[src/hdl/lpcPkg.sv]
package lpcPkg;

    ////////////////////
    // data widths
    ////////////////////

    localparam int coeffWidth = 15; // signed quantized coefficient.
    localparam int errorWidth = 32; // unsigned error estimate.
    localparam int orderWidth = 4;

    ////////////////////
    // input word kinds
    ////////////////////

    typedef enum logic [1:0] {
        opCoeff    = 2'd0,
        opError    = 2'd1,
        opFrameEnd = 2'd2
    } lpcOp;

    ////////////////////
    // controller states
    ////////////////////

    typedef enum logic [2:0] {
        stIdle    = 3'd0,
        stAckIn   = 3'd1, // wait for inReq to drop.
        stUnload  = 3'd2,
        stWait    = 3'd3,
        stOutReq  = 3'd4,
        stOutDrop = 3'd5,
        stFinish  = 3'd6  // frame end ack and clear.
    } ctrlState;

endpackage
[src/hdl/lpcCoeffSelect.sv]
`timescale 1ns/1ns

module lpcCoeffSelect #(
    parameter int maxOrder     = 12,
    parameter int orderPenalty = 0
) (
    input  logic                                  iClock,
    input  logic                                  reset,
    input  logic                                  inReq,
    output logic                                  inAck,
    input  lpcPkg::lpcOp                          inOp,
    input  logic        [lpcPkg::orderWidth-1:0]  inOrder,
    input  logic signed [lpcPkg::coeffWidth-1:0]  inCoeff,
    input  logic        [lpcPkg::errorWidth-1:0]  inError,
    output logic                                  outReq,
    input  logic                                  outAck,
    output logic signed [lpcPkg::coeffWidth-1:0]  outCoeff,
    output logic        [lpcPkg::orderWidth-1:0]  outIndex,
    output logic        [lpcPkg::orderWidth-1:0]  outOrder,
    output logic                                  outLast
);

    logic                                 load;
    logic                                 unload;
    logic                                 clear;
    logic        [lpcPkg::orderWidth-1:0] order;
    logic signed [lpcPkg::coeffWidth-1:0] coeff;
    logic signed [lpcPkg::coeffWidth-1:0] storeCoeff;
    logic                                 storeValid;
    logic                                 storeDone;
    logic                                 update;
    logic                                 frameClear;
    logic        [lpcPkg::errorWidth-1:0] error;
    logic        [lpcPkg::orderWidth-1:0] bestOrder;
    logic                                 anyOrder;

    lpcOrderController #(.maxOrder(maxOrder)) lpcOrderController_i (.*);

    durbinCoefficientStore #(.maxOrder(maxOrder)) durbinCoefficientStore_i (
        .iClock, .reset, .load, .unload, .clear, .order, .coeff,
        .storeCoeff, .storeValid, .storeDone
    );

    // order line is shared with the store.
    bestOrderSelector #(
        .maxOrder    (maxOrder),
        .orderPenalty(orderPenalty)
    ) bestOrderSelector_i (
        .iClock, .reset, .update, .frameClear, .order, .error,
        .bestOrder, .anyOrder
    );

endmodule

[src/hdl/lpcOrderController.sv]
`timescale 1ns/1ns

module lpcOrderController #(
    parameter int maxOrder = 12
) (
    input  logic                                  iClock,
    input  logic                                  reset,
    // producer side.
    input  logic                                  inReq,
    output logic                                  inAck,
    input  lpcPkg::lpcOp                          inOp,
    input  logic        [lpcPkg::orderWidth-1:0]  inOrder,
    input  logic signed [lpcPkg::coeffWidth-1:0]  inCoeff,
    input  logic        [lpcPkg::errorWidth-1:0]  inError,
    // consumer side.
    output logic                                  outReq,
    input  logic                                  outAck,
    output logic signed [lpcPkg::coeffWidth-1:0]  outCoeff,
    output logic        [lpcPkg::orderWidth-1:0]  outIndex,
    output logic        [lpcPkg::orderWidth-1:0]  outOrder,
    output logic                                  outLast,
    // store.
    output logic                                  load,
    output logic                                  unload,
    output logic                                  clear,
    output logic        [lpcPkg::orderWidth-1:0]  order,
    output logic signed [lpcPkg::coeffWidth-1:0]  coeff,
    input  logic signed [lpcPkg::coeffWidth-1:0]  storeCoeff,
    input  logic                                  storeValid,
    input  logic                                  storeDone,
    // selector.
    output logic                                  update,
    output logic                                  frameClear,
    output logic        [lpcPkg::errorWidth-1:0]  error,
    input  logic        [lpcPkg::orderWidth-1:0]  bestOrder,
    input  logic                                  anyOrder
);

    lpcPkg::ctrlState state;
    logic             lastIndex;

    assign unload     = (state == lpcPkg::stUnload);
    assign clear      = (state == lpcPkg::stFinish);
    assign frameClear = (state == lpcPkg::stFinish);
    assign lastIndex  = outLast || (outIndex == lpcPkg::orderWidth'(maxOrder - 1));

    ////////////////////
    // state machine
    ////////////////////

    always_ff @(posedge iClock) begin
        if (reset) begin
            state    <= lpcPkg::stIdle;
            inAck    <= 1'b0;
            outReq   <= 1'b0;
            outLast  <= 1'b0;
            outIndex <= '0;
            load     <= 1'b0;
            update   <= 1'b0;
        end else begin
            load   <= 1'b0;
            update <= 1'b0;
            case (state)
                lpcPkg::stIdle: begin
                    if (inReq) begin
                        inAck <= 1'b1;
                        state <= lpcPkg::stAckIn;
                        case (inOp)
                            lpcPkg::opCoeff: load <= 1'b1;
                            lpcPkg::opError: update <= 1'b1;
                            lpcPkg::opFrameEnd: begin
                                outIndex <= '0;
                                if (anyOrder && bestOrder <= maxOrder) begin
                                    inAck <= 1'b0; // held until the last transfer.
                                    state <= lpcPkg::stUnload;
                                end else begin
                                    state <= lpcPkg::stFinish; // empty frame.
                                end
                            end
                            default: ;
                        endcase
                    end
                end
                lpcPkg::stUnload: state <= lpcPkg::stWait;
                lpcPkg::stWait: begin
                    if (storeValid) begin
                        outLast <= storeDone;
                        state   <= lpcPkg::stOutReq;
                    end else begin
                        inAck <= 1'b1;
                        state <= lpcPkg::stFinish;
                    end
                end
                lpcPkg::stOutReq: begin
                    outReq <= 1'b1;
                    if (outReq && outAck) begin
                        outReq <= 1'b0;
                        state  <= lpcPkg::stOutDrop;
                    end
                end
                lpcPkg::stOutDrop: begin
                    if (!outAck) begin
                        if (lastIndex) begin
                            inAck <= 1'b1;
                            state <= lpcPkg::stFinish;
                        end else begin
                            outIndex <= outIndex + 1'b1;
                            state    <= lpcPkg::stUnload;
                        end
                    end
                end
                lpcPkg::stFinish: state <= lpcPkg::stAckIn;
                lpcPkg::stAckIn: begin
                    if (!inReq) begin
                        inAck <= 1'b0;
                        state <= lpcPkg::stIdle;
                    end
                end
                default: state <= lpcPkg::stIdle;
            endcase
        end
    end

    ////////////////////
    // data registers
    ////////////////////

    always_ff @(posedge iClock) begin
        if (state == lpcPkg::stIdle && inReq) begin
            coeff <= inCoeff;
            error <= inError;
            order <= (inOp == lpcPkg::opFrameEnd) ? bestOrder : inOrder;
        end
        if (state == lpcPkg::stWait && storeValid) begin
            outCoeff <= storeCoeff;
            outOrder <= order;
        end
    end

    outReqHeld: assert property (
        @(posedge iClock) disable iff (reset)
        outReq && !outAck |=> outReq && $stable(outCoeff) && $stable(outIndex)
            && $stable(outOrder) && $stable(outLast)
    );

endmodule

[src/hdl/bestOrderSelector.sv]
`timescale 1ns/1ns

module bestOrderSelector #(
    parameter int maxOrder     = 12,
    parameter int orderPenalty = 0
) (
    input  logic                           iClock,
    input  logic                           reset,
    input  logic                           update,
    input  logic                           frameClear,
    input  logic [lpcPkg::orderWidth-1:0]  order,
    input  logic [lpcPkg::errorWidth-1:0]  error,
    output logic [lpcPkg::orderWidth-1:0]  bestOrder,
    output logic                           anyOrder
);

    localparam int wideWidth = lpcPkg::errorWidth + 1;

    logic [wideWidth-1:0]          penaltyTerm;
    logic [wideWidth-1:0]          costWide;
    logic [lpcPkg::errorWidth-1:0] cost;
    logic [lpcPkg::errorWidth-1:0] bestCost;
    logic                          validOrder;

    ////////////////////
    // cost
    ////////////////////

    assign penaltyTerm = wideWidth'(order) * wideWidth'(orderPenalty);
    assign costWide    = {1'b0, error} + penaltyTerm;
    assign cost        = costWide[wideWidth-1] ? '1 : costWide[lpcPkg::errorWidth-1:0];

    assign validOrder  = (order != '0) && (order <= maxOrder);

    ////////////////////
    // running minimum
    ////////////////////

    always_ff @(posedge iClock) begin
        if (reset) begin
            bestOrder <= '0;
            anyOrder  <= 1'b0;
        end else if (frameClear) begin
            bestOrder <= '0;
            anyOrder  <= 1'b0;
        end else if (update && validOrder) begin
            // strict compare keeps the lower order on a tie.
            if (!anyOrder || cost < bestCost) begin
                bestOrder <= order;
                anyOrder  <= 1'b1;
            end
        end
    end

    always_ff @(posedge iClock) begin
        if (update && validOrder && (!anyOrder || cost < bestCost)) begin
            bestCost <= cost;
        end
    end

    bestOrderSet: assert property (
        @(posedge iClock) disable iff (reset)
        anyOrder |-> bestOrder != '0
    );

endmodule

[src/hdl/durbinCoefficientStore.sv]
`timescale 1ns/1ns

module durbinCoefficientStore #(
    parameter int maxOrder = 12
) (
    input  logic                                  iClock,
    input  logic                                  reset,
    input  logic                                  load,
    input  logic                                  unload,
    input  logic                                  clear,
    input  logic        [lpcPkg::orderWidth-1:0]  order,
    input  logic signed [lpcPkg::coeffWidth-1:0]  coeff,
    output logic signed [lpcPkg::coeffWidth-1:0]  storeCoeff,
    output logic                                  storeValid,
    output logic                                  storeDone
);

    ////////////////////
    // per-order registers
    ////////////////////

    // oldest entry of each order's shift register.
    logic signed [lpcPkg::coeffWidth-1:0] tailCoeff [1:maxOrder];

    logic [lpcPkg::orderWidth-1:0] unloadCount;
    logic                          unloadShift;

    // no shifting once the whole order has been read out.
    assign unloadShift = unload && !storeDone;

    for (genvar m = 1; m <= maxOrder; m++) begin : orderReg
        logic signed [lpcPkg::coeffWidth-1:0] taps [m];
        logic                                 selected;

        assign selected = (order == lpcPkg::orderWidth'(m));

        always_ff @(posedge iClock) begin
            if (load && selected) begin
                for (int i = m - 1; i > 0; i--) begin
                    taps[i] <= taps[i-1];
                end
                taps[0] <= coeff; // newest enters at the head.
            end else if (unloadShift && selected) begin
                for (int i = m - 1; i > 0; i--) begin
                    taps[i] <= taps[i-1];
                end
            end
        end

        assign tailCoeff[m] = taps[m-1];
    end

    ////////////////////
    // unload and done
    ////////////////////

    always_ff @(posedge iClock) begin
        if (reset) begin
            storeValid  <= 1'b0;
            storeDone   <= 1'b0;
            unloadCount <= '0;
        end else begin
            storeValid <= 1'b0;
            if (clear) begin
                storeDone   <= 1'b0;
                unloadCount <= '0;
            end else if (unloadShift) begin
                storeValid  <= 1'b1;
                unloadCount <= unloadCount + 1'b1;
                if (unloadCount == order - 1'b1) begin
                    storeDone <= 1'b1; // m-th entry goes out now.
                end
            end
        end
    end

    // output word.
    always_ff @(posedge iClock) begin
        if (unloadShift) begin
            storeCoeff <= tailCoeff[order];
        end
    end

    ////////////////////
    // checks
    ////////////////////

    loadUnloadExclusive: assert property (
        @(posedge iClock) disable iff (reset)
        !(load && unload)
    );

    orderInRange: assert property (
        @(posedge iClock) disable iff (reset)
        (load || unload) |-> (order >= 1 && order <= maxOrder)
    );

endmodule

[config.mk]
export PLATFORM = sky130hd
export DESIGN_NAME = lpcCoeffSelect
export DESIGN_NICKNAME = d
export VERILOG_FILES = /design/src/hdl/lpcPkg.sv /design/src/hdl/lpcCoeffSelect.sv /design/src/hdl/lpcOrderController.sv /design/src/hdl/bestOrderSelector.sv /design/src/hdl/durbinCoefficientStore.sv
export SDC_FILE = /design/constraint.sdc
export NUM_CORES = 1
export LEC_CHECK = 0
export ABC_AREA = 0
export ABC_CLOCK_PERIOD_IN_PS = 8600
export CAP_MARGIN = 20
export CORE_MARGIN = 5
export CORE_UTILIZATION = 57
export CTS_CLUSTER_DIAMETER = 120
export DETAILED_ROUTE_END_ITERATION = 7
export DONT_BUFFER_PORTS = 1
export PLACE_DENSITY = 0.7
export SYNTH_ARGS = -nofsm -noshare
export SYNTH_HDL_FRONTEND = slang
export SYNTH_HIERARCHICAL = 1
export SYNTH_SLANG_ARGS = --single-unit
export TNS_END_PERCENT = 5
[constraint.sdc]
create_clock -name iClock -period 8.6 [get_ports iClock]
set_input_delay 0.86 -clock iClock [delete_from_list [all_inputs] [get_ports iClock]]
set_output_delay 0.86 -clock iClock [all_outputs]
set_load 0.02 [all_outputs]
==> metrics <==
outcome finished, final reports clean; register clock-pin slew on the reported worst setup and hold paths ~0.060 ns; largest net degree at the start of global routing 100; number of CTS-inserted buffers between 100 and 150; warnings from Yosys 6; Die Outline Area 80390 µm²; detailed-route wire length 71030 µm; vias per cell roughly 5.5; number of maximum-capacitance violations 0; fraction of power consumed by sequential logic 0.580; leakage power figure roughly 15 nW; RSZ-0062 raised after global routing no; via count of the first global-routing pass 16400; Final period util 0.4473; flop and latch count out of synthesis 1310; Final HPWL DP about 39000 µm; H-tree level count 3; leading cell type in the layout, fill and taps excluded sky130_fd_sc_hd__edfxtp_1; antenna diode count 0; placeable core region approximately 74000 µm²; Async S/R FF share, synth 0; instance area at placement 43990 µm²; number of detailed-route iterations in the first pass 5; CP Data Required Time 8.87 ns; number of DRC markers after the initial detailed-route iteration 1798; clock network power share 0.397; post-route design area about 48000 µm²; Power Dens Cells 255.3 nW/µm²; total DRC errors in the routed layout 0; Total Nets Final 1966; area overhead of the layout relative to synthesis 11.76%; # setup viols final 0; number of instances in the synthesized netlist roughly 1700; clock sink count 1310; number of distinct standard cells referenced by the synthesized netlist 66; worst-path fanout max ~90; Tightest Hold Check Type in2reg; portion of synthesized cell area occupied by the leading cell type 0.9062; post-CTS repair timing setup buffer count 0; proportion of synthesized chip area in sequential cells 0.9170; clock tree from TritonCTS yes; width of the die 283.5 µm; total via count after detailed routing approximately 16000; switching portion of total power 0.1953; Resize count post-CTS 0; maximum clock frequency 260.0 MHz; Slew @ Worst Pin 1.132 ns; launching point of the worst reg2reg path lpcOrderController_i/state[1]$_SDFFE_PP0P_; final-report hold violation count 0; startpoint of the worst hold path reset; most area-hungry cell type in the Yosys netlist sky130_fd_sc_hd__edfxtp_1; I/O Buffers 0; VDD IR max 183.2 µV; register-to-register setup slack 4.75 ns; Crit Path Category reg2reg; height of the chip 283.5 µm; remaining global-route overflow 0; final estimated routing congestion in global placement 0.8337; average wire length per cell after detail routing roughly 24 µm; internal power between 9 and 10 mW; combined area of all synthesized cells 42650 µm²; syn_nets 1835; Hold Buf Count CTS 0; min Tclk post-route slightly below 4 ns; clock buffer depth 3; cell row count 100; share of layout cells above drive strength 1 0.1461; number of nets with antenna violations after detailed routing 0; io pins just over 80; root buffer cell sky130_fd_sc_hd__clkbuf_16; power consumption around 12 mW; CP endpoint kind register; worst-case headroom to the max-slew limit 0.2453; global-route wire length before repair 105700 µm; cell types with the largest area share after synthesis sky130_fd_sc_hd__edfxtp_1, sky130_fd_sc_hd__mux4_2, sky130_fd_sc_hd__ha_1; setup clock skew after layout 0.02830 ns; Final Max Tran Viols 0; fraction of power consumed by combinational cells 0.023; data arrival time at the worst-slack endpoint around 4.1 ns; Startpoint Class register; most used flip-flop cell after synthesis sky130_fd_sc_hd__edfxtp_1; antenna violations before repair 6; average cell area after synthesis 24.51 µm²; Net Switching 2.376 mW; clk_lat worst skew between 0.6 and 0.7 ns; TNS Setup 0 ns; Post-synth EDFFs ~1300; top library cells by usage in the layout, fill and taps aside sky130_fd_sc_hd__edfxtp_1, sky130_fd_sc_hd__clkbuf_16, sky130_fd_sc_hd__nor2_1; Worst setup startpoint lpcOrderController_i/state[1]$_SDFFE_PP0P_; Initial Util 0.5738; GR Util All Layers 0.1769
[layout make-up]
class	count	area (µm²)
clock buffer	151	3097
tap	969	1212
fill	4699	26660
sequential	1310	39110
multi-input combinational	360	3233
clock inverter	62	460.4
timing repair buffer	42	399.1
inverter	40	150.1
[power by group through the flow]
stage	clock (mW)	combinational, mW	sequential, mW
5_1_grt	5.25	0.301	7.06
3_5_place_dp	0	0.279	7.20
6_report	4.83	0.280	7.06
4_1_cts	4.95	0.281	7.06
3_3_place_gp	0	0.271	7.19
2_1_floorplan	0	0.172	7.18
[logic make-up (layout without fill, tap and decap cells)]
kind of cell | after synthesis | in the layout | synth area share
compound gates | 103 | 103 | 0.01942
xor+xnor | 9 | 9 | 0.001848
fa+ha+maj | 38 | 38 | 0.01115
buf+inv | 70 | 295 | 0.008244
flops | 1310 | 1310 | 0.9170
mux | 55 | 55 | 0.02236
simple gates | 155 | 155 | 0.01995
[sequential cells by signal, indices dropped and copies added, names as in the netlist, 4 cells and up]
register	count
durbinCoefficientStore_i/storeCoeff	15
lpcOrderController_i/outIndex	4
lpcOrderController_i/order	4
bestOrderSelector_i/bestCost	32
lpcOrderController_i/outOrder	4
lpcOrderController_i/error	32
bestOrderSelector_i/bestOrder	4
durbinCoefficientStore_i/orderReg.taps	1170
durbinCoefficientStore_i/unloadCount	4
lpcOrderController_i/outCoeff	15
lpcOrderController_i/coeff	15
[path summary, 6_finish.rpt]
| kind | to | depth (start not counted) |
|---|---|---|
| max reg2reg | durbinCoefficientStore_i/orderReg[12].taps[0][116]$_DFFE_PP_ | 6 |
| min | lpcOrderController_i/outLast$_SDFFE_PP0P_ | 1 |
| min reg2reg | durbinCoefficientStore_i/orderReg[9].taps[0][43]$_DFFE_PP_ | 0 |
| max | durbinCoefficientStore_i/orderReg[12].taps[0][116]$_DFFE_PP_ | 6 |
[cells in the mapped netlist, drive strengths merged, types with 2 or more instances]
master and number:
ha 38, nand2b 25, nor2b 2, a21oi 20, a221oi 17, dfxtp 23
inv 40, o21a 2, nor3 7, a21boi 16, clkbuf 7, nand3b 4
and2 8, o21ai 10, xor2 3, and4 3, mux2 19, nand2 34
edfxtp 1287, buf 23, nor3b 4, or2 2, and3 6, nor2 47
a22oi 15, nand4 3, o211ai 4, nand3 5, a31oi 5, mux2i 6
xnor2 6, mux4 30
[per-layer routing]
metal,vias to the layer above,GRT usage,routed length [µm]
met2,561,0.2871,35170
met4,2,0.05140,1871
met5,-,0,13
met3,130,0.03317,4515
li1,7233,-,-
met1,8341,0.2522,29470
[per-stage QoR]
step                      std cells  worst slack (ns)    util  hold WS, ns
after CTS                      2929             4.798  0.6397       0.2214
after detailed placement       2716             4.789  0.5919       0.4045
after floorplan                1740             2.938       -       0.4003
after global routing           2934             4.550  0.6413       0.2251
after global placement         2714             5.013  0.5916       0.4002
final                          2934             4.753  0.6413       0.2626
[critical path: stages, from the launching register on]
cell                       delay (ns)
sky130_fd_sc_hd__dfxtp_1         0.66
sky130_fd_sc_hd__nand2_1         0.16
sky130_fd_sc_hd__nor2_1          0.21
sky130_fd_sc_hd__nand2b_1        0.27
sky130_fd_sc_hd__nand2_1         0.20
sky130_fd_sc_hd__and4_4          0.86
sky130_fd_sc_hd__buf_4           0.98
Note: power is estimated with default switching activity, not from simulation.
